## src/hdl/hero_axi_consts.svh

```systemverilog
`ifndef HERO_AXI_CONSTS_SVH
`define HERO_AXI_CONSTS_SVH

// ID widths on either side of the bridge
`define HERO_ID_IN_W    17
`define HERO_ID_OUT_W   2

// One table entry per narrow ID
`define HERO_N_ENTRIES  (1 << `HERO_ID_OUT_W)

`define HERO_MAX_TXNS   4  // Outstanding bursts per entry
`define HERO_CNT_W      3  // Must hold HERO_MAX_TXNS itself

`define HERO_ADDR_IN_W  40
`define HERO_ADDR_OUT_W 49

`define HERO_DATA_W     128
`define HERO_STRB_W     (`HERO_DATA_W / 8)

`define HERO_LEN_W      8

`endif

```

## src/hdl/hero_axi_pkg.sv

```systemverilog
`default_nettype none

`include "hero_axi_consts.svh"

package hero_axi_pkg;

  // Wide ID seen by the upstream master
  typedef logic [`HERO_ID_IN_W-1:0]    id_in_t;

  // Narrow ID, doubles as a remap table index
  typedef logic [`HERO_ID_OUT_W-1:0]   id_out_t;

  typedef logic [`HERO_ADDR_IN_W-1:0]  addr_in_t;
  typedef logic [`HERO_ADDR_OUT_W-1:0] addr_out_t;

  typedef logic [`HERO_DATA_W-1:0]     data_t;
  typedef logic [`HERO_STRB_W-1:0]     strb_t;

  typedef logic [`HERO_LEN_W-1:0]      len_t;

  typedef logic [1:0]                  resp_t;

  typedef logic [`HERO_CNT_W-1:0]      cnt_t;  // Live bursts per entry

endpackage

`default_nettype wire

```

## src/hdl/id_remap_if.sv

```systemverilog
`timescale 1ns/10ps
`default_nettype none

interface id_remap_if;

  // Request side, one new transaction looking for a narrow ID
  logic                  req_valid;
  hero_axi_pkg::id_in_t  req_id;
  logic                  req_take;
  logic                  req_grant;
  hero_axi_pkg::id_out_t req_idx;

  // Release side, a response that finishes a transaction
  logic                  rel_valid;
  hero_axi_pkg::id_out_t rel_idx;
  hero_axi_pkg::id_in_t  rel_id;

  modport chan (
    output req_valid, req_id, req_take, rel_valid, rel_idx,
    input  req_grant, req_idx, rel_id
  );

  modport tbl (
    input  req_valid, req_id, req_take, rel_valid, rel_idx,
    output req_grant, req_idx, rel_id
  );

endinterface

`default_nettype wire

```

## src/hdl/id_remap_table.sv

```systemverilog
`timescale 1ns/10ps
`default_nettype none

`include "hero_axi_consts.svh"

module id_remap_table #(
  parameter int N_ENTRIES = `HERO_N_ENTRIES
) (
  input  logic           clk_i,
  input  logic           arst_n_i,
  id_remap_if.tbl        rmp
);

  hero_axi_pkg::id_in_t  ids_q [N_ENTRIES];
  hero_axi_pkg::cnt_t    cnt_q [N_ENTRIES];

  logic                  hit;
  hero_axi_pkg::id_out_t hit_idx;
  logic                  free_found;
  hero_axi_pkg::id_out_t free_idx;
  logic                  room;

  logic [N_ENTRIES-1:0]  take_sel;
  logic [N_ENTRIES-1:0]  rel_sel;

  // Scan downwards so the lowest matching or free entry wins
  always_comb begin
    hit        = 1'b0;
    hit_idx    = '0;
    free_found = 1'b0;
    free_idx   = '0;
    for (int i = N_ENTRIES - 1; i >= 0; i--) begin
      if (cnt_q[i] != '0 && ids_q[i] == rmp.req_id) begin
        hit     = 1'b1;
        hit_idx = hero_axi_pkg::id_out_t'(i);
      end
      if (cnt_q[i] == '0) begin
        free_found = 1'b1;
        free_idx   = hero_axi_pkg::id_out_t'(i);
      end
    end
  end

  // A live ID must stay on its entry, even when that entry is saturated
  assign room = hit ? (cnt_q[hit_idx] < `HERO_MAX_TXNS) : free_found;

  assign rmp.req_grant = rmp.req_valid && room;
  assign rmp.req_idx   = hit ? hit_idx : free_idx;
  assign rmp.rel_id    = ids_q[rmp.rel_idx];

  always_comb begin
    for (int i = 0; i < N_ENTRIES; i++) begin
      take_sel[i] = rmp.req_take  && (rmp.req_idx == i);
      rel_sel[i]  = rmp.rel_valid && (rmp.rel_idx == i);
    end
  end

  always_ff @(posedge clk_i or negedge arst_n_i) begin
    if (!arst_n_i) begin
      for (int i = 0; i < N_ENTRIES; i++) begin
        cnt_q[i] <= '0;
      end
    end else begin
      for (int i = 0; i < N_ENTRIES; i++) begin
        if (take_sel[i] && !rel_sel[i]) begin
          cnt_q[i] <= cnt_q[i] + 1'b1;
        end else if (rel_sel[i] && !take_sel[i]) begin
          cnt_q[i] <= cnt_q[i] - 1'b1;
        end
      end
    end
  end

  // Rewriting the same ID on a hit is harmless
  always_ff @(posedge clk_i) begin
    if (rmp.req_take) begin
      ids_q[rmp.req_idx] <= rmp.req_id;
    end
  end

endmodule

`default_nettype wire

```

## src/hdl/axi_id_remap_rd.sv

```systemverilog
`timescale 1ns/10ps
`default_nettype none

module axi_id_remap_rd (
  input  hero_axi_pkg::id_in_t    ar_id_i,
  input  hero_axi_pkg::addr_in_t  ar_addr_i,
  input  hero_axi_pkg::len_t      ar_len_i,
  input  logic                    ar_valid_i,
  output logic                    ar_ready_o,
  output hero_axi_pkg::id_in_t    r_id_o,
  output hero_axi_pkg::data_t     r_data_o,
  output hero_axi_pkg::resp_t     r_resp_o,
  output logic                    r_last_o,
  output logic                    r_valid_o,
  input  logic                    r_ready_i,
  output hero_axi_pkg::id_out_t   m_ar_id_o,
  output hero_axi_pkg::addr_out_t m_ar_addr_o,
  output hero_axi_pkg::len_t      m_ar_len_o,
  output logic                    m_ar_valid_o,
  input  logic                    m_ar_ready_i,
  input  hero_axi_pkg::id_out_t   m_r_id_i,
  input  hero_axi_pkg::data_t     m_r_data_i,
  input  hero_axi_pkg::resp_t     m_r_resp_i,
  input  logic                    m_r_last_i,
  input  logic                    m_r_valid_i,
  output logic                    m_r_ready_o,
  id_remap_if.chan                rmp
);

  // AR only moves once the table has an entry for it
  assign m_ar_valid_o  = ar_valid_i && rmp.req_grant;
  assign ar_ready_o    = m_ar_ready_i && rmp.req_grant;
  assign m_ar_id_o     = rmp.req_idx;
  assign m_ar_addr_o   = hero_axi_pkg::addr_out_t'(ar_addr_i);  // Zero extension
  assign m_ar_len_o    = ar_len_i;

  assign rmp.req_valid = ar_valid_i;
  assign rmp.req_id    = ar_id_i;
  assign rmp.req_take  = ar_valid_i && ar_ready_o;

  assign r_id_o        = rmp.rel_id;
  assign r_data_o      = m_r_data_i;
  assign r_resp_o      = m_r_resp_i;
  assign r_last_o      = m_r_last_i;
  assign r_valid_o     = m_r_valid_i;
  assign m_r_ready_o   = r_ready_i;

  // A burst frees its slot only on the final beat
  assign rmp.rel_idx   = m_r_id_i;
  assign rmp.rel_valid = m_r_valid_i && r_ready_i && m_r_last_i;

endmodule

`default_nettype wire

```

## src/hdl/axi_id_remap_wr.sv

```systemverilog
`timescale 1ns/10ps
`default_nettype none

module axi_id_remap_wr (
  input  hero_axi_pkg::id_in_t    aw_id_i,
  input  hero_axi_pkg::addr_in_t  aw_addr_i,
  input  hero_axi_pkg::len_t      aw_len_i,
  input  logic                    aw_valid_i,
  output logic                    aw_ready_o,
  input  hero_axi_pkg::data_t     w_data_i,
  input  hero_axi_pkg::strb_t     w_strb_i,
  input  logic                    w_last_i,
  input  logic                    w_valid_i,
  output logic                    w_ready_o,
  output hero_axi_pkg::id_in_t    b_id_o,
  output hero_axi_pkg::resp_t     b_resp_o,
  output logic                    b_valid_o,
  input  logic                    b_ready_i,
  output hero_axi_pkg::id_out_t   m_aw_id_o,
  output hero_axi_pkg::addr_out_t m_aw_addr_o,
  output hero_axi_pkg::len_t      m_aw_len_o,
  output logic                    m_aw_valid_o,
  input  logic                    m_aw_ready_i,
  output hero_axi_pkg::data_t     m_w_data_o,
  output hero_axi_pkg::strb_t     m_w_strb_o,
  output logic                    m_w_last_o,
  output logic                    m_w_valid_o,
  input  logic                    m_w_ready_i,
  input  hero_axi_pkg::id_out_t   m_b_id_i,
  input  hero_axi_pkg::resp_t     m_b_resp_i,
  input  logic                    m_b_valid_i,
  output logic                    m_b_ready_o,
  id_remap_if.chan                rmp
);

  assign m_aw_valid_o  = aw_valid_i && rmp.req_grant;
  assign aw_ready_o    = m_aw_ready_i && rmp.req_grant;
  assign m_aw_id_o     = rmp.req_idx;
  assign m_aw_addr_o   = hero_axi_pkg::addr_out_t'(aw_addr_i);
  assign m_aw_len_o    = aw_len_i;

  assign rmp.req_valid = aw_valid_i;
  assign rmp.req_id    = aw_id_i;
  assign rmp.req_take  = aw_valid_i && aw_ready_o;

  // W carries no ID in AXI4 so it needs no remapping
  assign m_w_data_o    = w_data_i;
  assign m_w_strb_o    = w_strb_i;
  assign m_w_last_o    = w_last_i;
  assign m_w_valid_o   = w_valid_i;
  assign w_ready_o     = m_w_ready_i;

  assign b_id_o        = rmp.rel_id;
  assign b_resp_o      = m_b_resp_i;
  assign b_valid_o     = m_b_valid_i;
  assign m_b_ready_o   = b_ready_i;

  assign rmp.rel_idx   = m_b_id_i;
  assign rmp.rel_valid = m_b_valid_i && b_ready_i;  // One B ends one burst

endmodule

`default_nettype wire

```

## src/hdl/axi_id_remap_top.sv

```systemverilog
`timescale 1ns/10ps
`default_nettype none

module axi_id_remap_top (
  input  logic                    clk_i,
  input  logic                    arst_n_i,
  input  hero_axi_pkg::id_in_t    s_ar_id_i,
  input  hero_axi_pkg::addr_in_t  s_ar_addr_i,
  input  hero_axi_pkg::len_t      s_ar_len_i,
  input  logic                    s_ar_valid_i,
  output logic                    s_ar_ready_o,
  output hero_axi_pkg::id_in_t    s_r_id_o,
  output hero_axi_pkg::data_t     s_r_data_o,
  output hero_axi_pkg::resp_t     s_r_resp_o,
  output logic                    s_r_last_o,
  output logic                    s_r_valid_o,
  input  logic                    s_r_ready_i,
  input  hero_axi_pkg::id_in_t    s_aw_id_i,
  input  hero_axi_pkg::addr_in_t  s_aw_addr_i,
  input  hero_axi_pkg::len_t      s_aw_len_i,
  input  logic                    s_aw_valid_i,
  output logic                    s_aw_ready_o,
  input  hero_axi_pkg::data_t     s_w_data_i,
  input  hero_axi_pkg::strb_t     s_w_strb_i,
  input  logic                    s_w_last_i,
  input  logic                    s_w_valid_i,
  output logic                    s_w_ready_o,
  output hero_axi_pkg::id_in_t    s_b_id_o,
  output hero_axi_pkg::resp_t     s_b_resp_o,
  output logic                    s_b_valid_o,
  input  logic                    s_b_ready_i,
  output hero_axi_pkg::id_out_t   m_ar_id_o,
  output hero_axi_pkg::addr_out_t m_ar_addr_o,
  output hero_axi_pkg::len_t      m_ar_len_o,
  output logic                    m_ar_valid_o,
  input  logic                    m_ar_ready_i,
  input  hero_axi_pkg::id_out_t   m_r_id_i,
  input  hero_axi_pkg::data_t     m_r_data_i,
  input  hero_axi_pkg::resp_t     m_r_resp_i,
  input  logic                    m_r_last_i,
  input  logic                    m_r_valid_i,
  output logic                    m_r_ready_o,
  output hero_axi_pkg::id_out_t   m_aw_id_o,
  output hero_axi_pkg::addr_out_t m_aw_addr_o,
  output hero_axi_pkg::len_t      m_aw_len_o,
  output logic                    m_aw_valid_o,
  input  logic                    m_aw_ready_i,
  output hero_axi_pkg::data_t     m_w_data_o,
  output hero_axi_pkg::strb_t     m_w_strb_o,
  output logic                    m_w_last_o,
  output logic                    m_w_valid_o,
  input  logic                    m_w_ready_i,
  input  hero_axi_pkg::id_out_t   m_b_id_i,
  input  hero_axi_pkg::resp_t     m_b_resp_i,
  input  logic                    m_b_valid_i,
  output logic                    m_b_ready_o
);

  // Reads and writes keep separate tables since AR/R and AW/B are unordered
  id_remap_if rd_rmp ();
  id_remap_if wr_rmp ();

  id_remap_table i_rd_table (
    .clk_i    (clk_i),
    .arst_n_i (arst_n_i),
    .rmp      (rd_rmp)
  );

  id_remap_table i_wr_table (
    .clk_i    (clk_i),
    .arst_n_i (arst_n_i),
    .rmp      (wr_rmp)
  );

  axi_id_remap_rd i_rd (
    .ar_id_i      (s_ar_id_i),
    .ar_addr_i    (s_ar_addr_i),
    .ar_len_i     (s_ar_len_i),
    .ar_valid_i   (s_ar_valid_i),
    .ar_ready_o   (s_ar_ready_o),
    .r_id_o       (s_r_id_o),
    .r_data_o     (s_r_data_o),
    .r_resp_o     (s_r_resp_o),
    .r_last_o     (s_r_last_o),
    .r_valid_o    (s_r_valid_o),
    .r_ready_i    (s_r_ready_i),
    .m_ar_id_o    (m_ar_id_o),
    .m_ar_addr_o  (m_ar_addr_o),
    .m_ar_len_o   (m_ar_len_o),
    .m_ar_valid_o (m_ar_valid_o),
    .m_ar_ready_i (m_ar_ready_i),
    .m_r_id_i     (m_r_id_i),
    .m_r_data_i   (m_r_data_i),
    .m_r_resp_i   (m_r_resp_i),
    .m_r_last_i   (m_r_last_i),
    .m_r_valid_i  (m_r_valid_i),
    .m_r_ready_o  (m_r_ready_o),
    .rmp          (rd_rmp)
  );

  axi_id_remap_wr i_wr (
    .aw_id_i      (s_aw_id_i),
    .aw_addr_i    (s_aw_addr_i),
    .aw_len_i     (s_aw_len_i),
    .aw_valid_i   (s_aw_valid_i),
    .aw_ready_o   (s_aw_ready_o),
    .w_data_i     (s_w_data_i),
    .w_strb_i     (s_w_strb_i),
    .w_last_i     (s_w_last_i),
    .w_valid_i    (s_w_valid_i),
    .w_ready_o    (s_w_ready_o),
    .b_id_o       (s_b_id_o),
    .b_resp_o     (s_b_resp_o),
    .b_valid_o    (s_b_valid_o),
    .b_ready_i    (s_b_ready_i),
    .m_aw_id_o    (m_aw_id_o),
    .m_aw_addr_o  (m_aw_addr_o),
    .m_aw_len_o   (m_aw_len_o),
    .m_aw_valid_o (m_aw_valid_o),
    .m_aw_ready_i (m_aw_ready_i),
    .m_w_data_o   (m_w_data_o),
    .m_w_strb_o   (m_w_strb_o),
    .m_w_last_o   (m_w_last_o),
    .m_w_valid_o  (m_w_valid_o),
    .m_w_ready_i  (m_w_ready_i),
    .m_b_id_i     (m_b_id_i),
    .m_b_resp_i   (m_b_resp_i),
    .m_b_valid_i  (m_b_valid_i),
    .m_b_ready_o  (m_b_ready_o),
    .rmp          (wr_rmp)
  );

endmodule

`default_nettype wire

```

## config.mk

```make
export PLATFORM = sky130hd
export DESIGN_NAME = axi_id_remap_top
export DESIGN_NICKNAME = d
export VERILOG_FILES = /design/src/hdl/hero_axi_pkg.sv /design/src/hdl/id_remap_if.sv /design/src/hdl/id_remap_table.sv /design/src/hdl/axi_id_remap_rd.sv /design/src/hdl/axi_id_remap_wr.sv /design/src/hdl/axi_id_remap_top.sv
export VERILOG_INCLUDE_DIRS = /design/src /design/src/hdl
export SDC_FILE = /design/constraint.sdc
export NUM_CORES = 1
export LEC_CHECK = 0
export BUFFER_PORTS_ARGS = -buffer_cell sky130_fd_sc_hd__buf_4
export CAP_MARGIN = 0
export CORE_AREA = 2 2 335 337
export CTS_CLUSTER_SIZE = 24
export DETAILED_ROUTE_END_ITERATION = 16
export DIE_AREA = 0 0 337 339
export PLACE_DENSITY = 0.3
export SYNTH_ARGS = -nofsm -noshare
export SYNTH_HDL_FRONTEND = slang
export SYNTH_HIERARCHICAL = 1
export SYNTH_SLANG_ARGS = --single-unit
export TNS_END_PERCENT = 20
```

## constraint.sdc

```tcl
create_clock -name clk_i -period 11.3 [get_ports clk_i]
set_input_delay 1.695 -clock clk_i [delete_from_list [all_inputs] [get_ports clk_i]]
set_output_delay 1.695 -clock clk_i [all_outputs]
set_load 0.05 [all_outputs]
```

## Word-level counts from Yosys, hierarchy flattened

Memory sizes are Yosys's and may differ from the RTL's.
Cells that the tools add are included.

- Register bits: 24
- Bits in latches: 0
- RAM bits: 136
- ROM bits: 0
- Input port bits: 424
- Output and inout port bits: 440
- Logic and storage cells: 209
- Memories kept: 2

- $add $sub $neg: 16
- $mul: 0
- Div/mod/pow operators: 0
- $lt $le $gt $ge: 4
- Equality and inequality tests: 20
- Shifts and indexed selects: 0
- Mux-type cells: 62
- Bitwise gates (word level): 2
- Reduce and logical (&&, ||, !) cells: 95

Memories:

| name | depth | width | rd ports | clocked after Yosys merged registers in | write ports | line | source |
|---|---|---|---|---|---|---|---|
| i_rd_table.ids_q | 4 | 17 | 5 | 0 | 1 | id_remap_table.sv:14 | `hero_axi_pkg::id_in_t ids_q [N_ENTRIES];` |
| i_wr_table.ids_q | 4 | 17 | 5 | 0 | 1 | id_remap_table.sv:14 |  |

Operator list:

| operator | count |
|---|---|
| 17-bit equality test | 8 |
| 3-bit two-way mux | 20 |
| 1-bit logical AND | 51 |
| 2-bit two-way mux | 18 |
| 3-bit by 1-bit adder with 3-bit output (second input constant) | 8 |
| 3-bit zero test | 8 |
| 3-bit nonzero test | 8 |
| 3-bit by 1-bit subtractor with 3-bit output (second input constant) | 8 |
| 1-bit two-way mux | 22 |
| 2-bit equality test (second input constant) | 8 |
| 1-bit zero test | 16 |
| 2-bit nonzero test | 8 |
| 3-bit binary-select mux with 2-bit select | 2 |
| 2-bit by 1-bit equality test with 1-bit output (second input constant) | 4 |
| 2-bit zero test | 4 |
| 3-bit greater-or-equal comparator (second input constant) | 2 |
| 3-bit less-than comparator (second input constant) | 2 |
| 2-bit NOT with 3-bit output | 2 |

## Depth between registers and ports, before layout

An unclocked memory read counts as a cell.

- Word-level depth: 21
- Depth in mapped cells: 18
- Mapped depth without buffers: 16

## Modules after synthesis

Netlist, hierarchy kept.

By module, submodules not included:

| module | instances | cells an instance | area an instance (sq um) | seq. area each (sq um) |
|---|---|---|---|---|
| id_remap_table | 2 | 272 | 4,164.0 | 2,342.2 |
| axi_id_remap_wr | 1 | 252 | 1,883.1 | 0.0 |
| axi_id_remap_rd | 1 | 234 | 1,747.9 | 0.0 |

## Worst setup path after synthesis

OpenSTA, ideal clock, no wires.

- Kind: input to register
- Start: in s_aw_id_i[9]
- End: reg i_wr_table/cnt_q[8] (netlist name)
- Setup time: 0.079 ns
- Arrival time: 5.771 ns
- Data required time: 11.221 ns
- Path slack: 5.450 ns
- Stages on the path: 16
- Buffers on the path: 2
- Cells stage by stage: buf_4 buf_2 xnor2_1 nand4_2 nor4_2 nor2_1 a21oi_1 and3_1 inv_1 a211oi_1 ha_1 inv_1 fa_1 xor2_1 nor2_1 xor2_1

- Cells in the longest elaborated chain, start to end: 19
- Elaborated cells between the ends (all ways): 33
- Those cells by class: 1 x order compare; 5 x eq/ne; 14 x mux; 1 x bitwise; 12 x reduce/logical

Ends and longest elaborated chain:

| element | line | source |
|---|---|---|
| from (decl) | axi_id_remap_top.sv:18 | `input hero_axi_pkg::id_in_t s_aw_id_i,` |
| 17-bit equality test | id_remap_table.sv:33 | `if (cnt_q[i] != '0 && ids_q[i] == rmp.req_id) begin` |
| 1-bit logical AND | id_remap_table.sv:33 |  |
| 2-bit two-way mux (4 in series) | id_remap_table.sv:33 |  |
| 2-bit NOT with 3-bit output (not written as such) | id_remap_table.sv:45 | `` assign room = hit ? (cnt_q[hit_idx] < `HERO_MAX_TXNS) : free_found; `` |
| 3-bit binary-select mux with 2-bit select | id_remap_table.sv:45 |  |
| 3-bit two-way mux (not written as such) (2 in series) | id_remap_table.sv:45 |  |
| 3-bit less-than comparator (no source line) | n/a |  |
| 1-bit two-way mux * | id_remap_table.sv:45 |  |
| 1-bit logical AND * | id_remap_table.sv:47 | `assign rmp.req_grant = rmp.req_valid && room;` |
| net wr_rmp.req_grant | id_remap_if.sv:10 | `logic req_grant;` |
| 1-bit logical AND * | axi_id_remap_wr.sv:37 | `assign aw_ready_o = m_aw_ready_i && rmp.req_grant;` |
| 1-bit logical AND * | axi_id_remap_wr.sv:44 | `assign rmp.req_take = aw_valid_i && aw_ready_o;` |
| net wr_rmp.req_take | id_remap_if.sv:9 | `logic req_take;` |
| 1-bit logical AND * | id_remap_table.sv:53 | `take_sel[i] = rmp.req_take && (rmp.req_idx == i);` |
| 1-bit zero test | id_remap_table.sv:67 | `end else if (rel_sel[i] && !take_sel[i]) begin` |
| 1-bit logical AND | id_remap_table.sv:67 |  |
| 2-bit nonzero test (no source line) | n/a |  |
| to (signal, indexed assignment) | id_remap_table.sv:66 | `cnt_q[i] <= cnt_q[i] + 1'b1;` |
| to (signal, indexed assignment) | id_remap_table.sv:68 | `cnt_q[i] <= cnt_q[i] - 1'b1;` |
| to (decl) | id_remap_table.sv:15 | `hero_axi_pkg::cnt_t cnt_q [N_ENTRIES];` |

The timed path passes the listed nets; every way through them passes the cells marked *. The select of a mux whose other input is x is not followed.
A chain may end at the register's enable or synchronous reset.

## Worst setup path after layout

- Start: in s_aw_id_i[6]
- End: out m_aw_valid_o

- Cells in the longest elaborated chain, start to end: 14
- Elaborated cells between the ends (all ways): 24
- Those cells by class: 1 x order compare; 4 x eq/ne; 12 x mux; 1 x bitwise; 6 x reduce/logical

Ends and longest elaborated chain:

| element | line | source |
|---|---|---|
| 17-bit equality test | id_remap_table.sv:33 |  |
| 1-bit logical AND | id_remap_table.sv:33 |  |
| 2-bit two-way mux (4 in series) | id_remap_table.sv:33 |  |
| 2-bit NOT with 3-bit output (not written as such) | id_remap_table.sv:45 |  |
| 3-bit binary-select mux with 2-bit select | id_remap_table.sv:45 |  |
| 3-bit two-way mux (not written as such) (2 in series) | id_remap_table.sv:45 |  |
| 3-bit less-than comparator (no source line) | n/a |  |
| 1-bit two-way mux * | id_remap_table.sv:45 |  |
| 1-bit logical AND * | id_remap_table.sv:47 |  |
| net wr_rmp.req_grant | id_remap_if.sv:10 |  |
| 1-bit logical AND * | axi_id_remap_wr.sv:36 | `assign m_aw_valid_o = aw_valid_i && rmp.req_grant;` |
| to (decl) | axi_id_remap_top.sv:46 | `output logic m_aw_valid_o,` |

Marks and branches as above.

==> results.toml <==
[worst_setup_path]
crit_family = "simple AND/OR/NAND/NOR gates"
critPathKind = "primary input to output port"
r2r_cells = 15
cpPeakStageDelay_ns = 0.70
end_kind = "output port"
arrival_ns = 4.44
required_ns = 9.61
cp.depth = 9
cp_slowest_cell = "a21oi_1"
path_cells = "buf_4, xor2_1, nor4_1, nand4_1, nor2_1, nor2_1, a21oi_1, and2_1, buf_4"
startpoint_type = "primary input"
worstPathMaxFanout = 8
worstPathBufferInverterCount = 2

[layout]
n_antenna_cell = 0
fill_cells = 12500
area_growth_pct = -3.81
design_area_mm2 = 0.0115
mostFrequentLayoutCells = "edfxtp_1 (136), xnor2_1 (120), buf_4 (103), xor2_1 (34), mux4_2 (34)"
layout_commonest_cell = "edfxtp_1"
drive_gt1_share_pct = 31.8
nets = 1106

[die]
boundaryPins = 864
core_mm2 = 0.110
start_util_pct = 10.8
dieArea_mm2 = 0.114
row_count = 122
chipHeight_um = 339
chipWidth_um = 337

[yosys]
ys_ff_latch = 160
synth_cell_types = 38
synth.cell_area_mm2 = 0.0120
syn_area_per_cell_um2 = 11.6
yosysSeqAreaShare_pct = 39.2
yosysWarnings = 6
yosys-top-cells-area = "edfxtp_1 (34%), buf_4 (30%), xnor2_1 (8.8%), mux4_2 (6.4%), dfrtp_1 (5.0%)"
synth_top_cell_area_share_pct = 34.1
yosys.area.top_type = "edfxtp_1"
netlist_instances = 1030

[place]
dpl_worst_slack_ns = 5.02
place_congestion = 0.793
dpl.hpwl_um = 84600
placed_area_mm2 = 0.0109
io_buffers = 95

[timing]
setup_tns_ns = 0
finalCritPeriodShare_pct = 54.3
post-route-worst-setup-slack_ns = 5.16
rsz0062_at_grt = "no"
worst_pin_slew_ns = 0.841
period_needed_ns = 6.14
finalSetupViolCount = 0
timing.slew.headroom_pct = 44.0
fmax_ghz = 0.163
finalMaxSlewViolations = 0
hold_viol = 0
worst_hold_slack_ns = 0.514
finClkSkew_ns = 0.0146

[power]
p_leak_nw = 3.45
p_seq_share_pct = 40.0
switching_power_mw = 0.724
internal-power_mw = 1.26
total_power_mw = 1.99
p_sw_share_pct = 36.4
power_frac_comb_pct = 29.9
power_density_mw_per_mm2 = 173
peakVddDrop_mv = 0.126
p_clk_share_pct = 30.2

[clocking]
post-cts-setup-buffer-count = 0
clockRootBuffer = "clkbuf_16"
clk_path_buf_depth = 2
htreeDepth = 4
clock_latency_ns = 0.48
cts_tree = "done"
cts_made_buffers = 17
ctsHoldBuffers = 0
cts_resized = 0
clock-sinks = 160
clk_pin_slew_worst_paths_ns = 0.06

[hold_path]
hold_path_depth = 1
hp-class = "flop to flop"

[routing]
wl_um = 93900
dr.pass1.iters = 6
route.detailed.vias_per_inst = 2.69
route.vias.total = 5821
drt_iter0_markers = 394
wire_per_inst_um = 43.3
ant_nets = 0
route.detailed.drc = 0

[grt]
grt_pass1_vias = 6052
grt_pass1_wl_um = 108000
use_met3_pct = 30.3
use_met1_pct = 9.64
grt-ovfl-total = 0
grt_max_degree = 25
grt-busiest-layer = "met3"
grtUsageMet2_pct = 20.0
grt.total_usage_pct = 16.0
antenna_found_initial = 10

[run_status]
run_status = "completed"

[run]
maxCapViolations = 0
==> area by class of cell <==
type                    count  area [um^2]  share of cell area [%]
repair buffers            103          773                    6.72
well taps                1488         1860                    16.2
inverters                  20         75.1                   0.653
clock inverters            14          156                    1.36
multi-input cells         364         3520                    30.6
clock buffers              18          429                    3.73
flip-flops and latches    160         4680                    40.7
==> worst register-to-register path, cell delays in order, from the launching register on <==
cell,delay [ns]
dfrtp_1,0.42
nor3_1,0.16
nor4_1,0.39
nand3_1,0.15
nor4_2,0.64
nor2_1,0.11
a21oi_1,0.70
and3_1,0.40
inv_1,0.23
nor3_4,0.29
ha_1,0.23
inv_1,0.06
fa_1,0.37
xor2_1,0.16
nor2_1,0.13
xor2_1,0.15
==> power groups by stage <==
stage | sequential [mW] | clock, mW | combinational [mW]
2_1_floorplan | 0.791 | 0 | 0.816
3_3_place_gp | 0.807 | 0 | 0.609
3_5_place_dp | 0.807 | 0 | 0.611
4_1_cts | 0.796 | 0.625 | 0.614
5_1_grt | 0.808 | 0.645 | 0.644
6_report | 0.794 | 0.600 | 0.594
==> flip-flops by register name, summed over array words and instances, names as in the netlist <==
| register | cells |
|---|---|
| i_rd_table/cnt_q | 12 |
| i_wr_table/ids_q | 68 |
| i_wr_table/cnt_q | 12 |
| i_rd_table/ids_q | 68 |
==> stage by stage <==
stage	cells	util [%]
2_1_floorplan	1046	-
3_3_place_gp	2135	9.89
3_5_place_dp	2135	9.89
4_1_cts	2167	10.4
5_1_grt	2167	10.4
6_report	2167	10.4
==> logic make-up after synthesis <==
logic type      count (synthesis)  share of synthesized area [%]
compound gates                 16                           1.00
xor+xnor                      160                           12.1
mux                            42                           7.16
simple gates                  112                           6.19
fa+ha+maj                      16                           2.18
other cells                     2                         0.0628
flops                         160                           39.2
buf+inv                       522                           32.1
==> synth_stat cells <==
master / instances
or3b_2: 2
buf_1: 2
nand2_1: 8
inv_1: 18
dfrtp_1: 24
conb_1: 2
nand4_2: 4
nand3_1: 4
nor4_2: 4
a31oi_1: 2
inv_2: 2
or3_4: 2
nand3b_1: 4
o311a_2: 2
buf_4: 476
mux4_2: 34
xor2_1: 34
buf_2: 6
and3_1: 3
ha_1: 8
nor2_1: 20
a211oi_1: 2
nand4_1: 30
a21boi_2: 2
or3_1: 2
buf_6: 12
fa_1: 8
xnor2_1: 120
xnor2_2: 6
nor4_1: 4
edfxtp_1: 136
nor3_2: 14
mux2_2: 8
and2_1: 5
o2111ai_1: 2
clkbuf_1: 6
nor3_1: 6
a21oi_1: 6
==> per-layer routing <==
metal  up-vias  part of all wire [%]
met2       682                    36
li1       2249                     -
met3       136                    40
met1      2744                    21
met5         -                  0.54
met4        10                   2.3
==> path summary, 6_finish.rpt <==
check                                     start                   end  slack (ns)
hold / removal             i_wr_table/cnt_q[11]  i_wr_table/cnt_q[11]        0.51
setup reg to reg            i_wr_table/cnt_q[9]   i_wr_table/cnt_q[2]        6.65
max in group asynchronous              arst_n_i   i_wr_table/cnt_q[2]        9.89
hold reg to reg            i_wr_table/cnt_q[11]  i_wr_table/cnt_q[11]        0.51
min in group asynchronous              arst_n_i   i_rd_table/cnt_q[4]        1.13
setup / recovery                   s_aw_id_i[6]          m_aw_valid_o        5.16
Note: power is estimated with default switching activity, not from simulation.
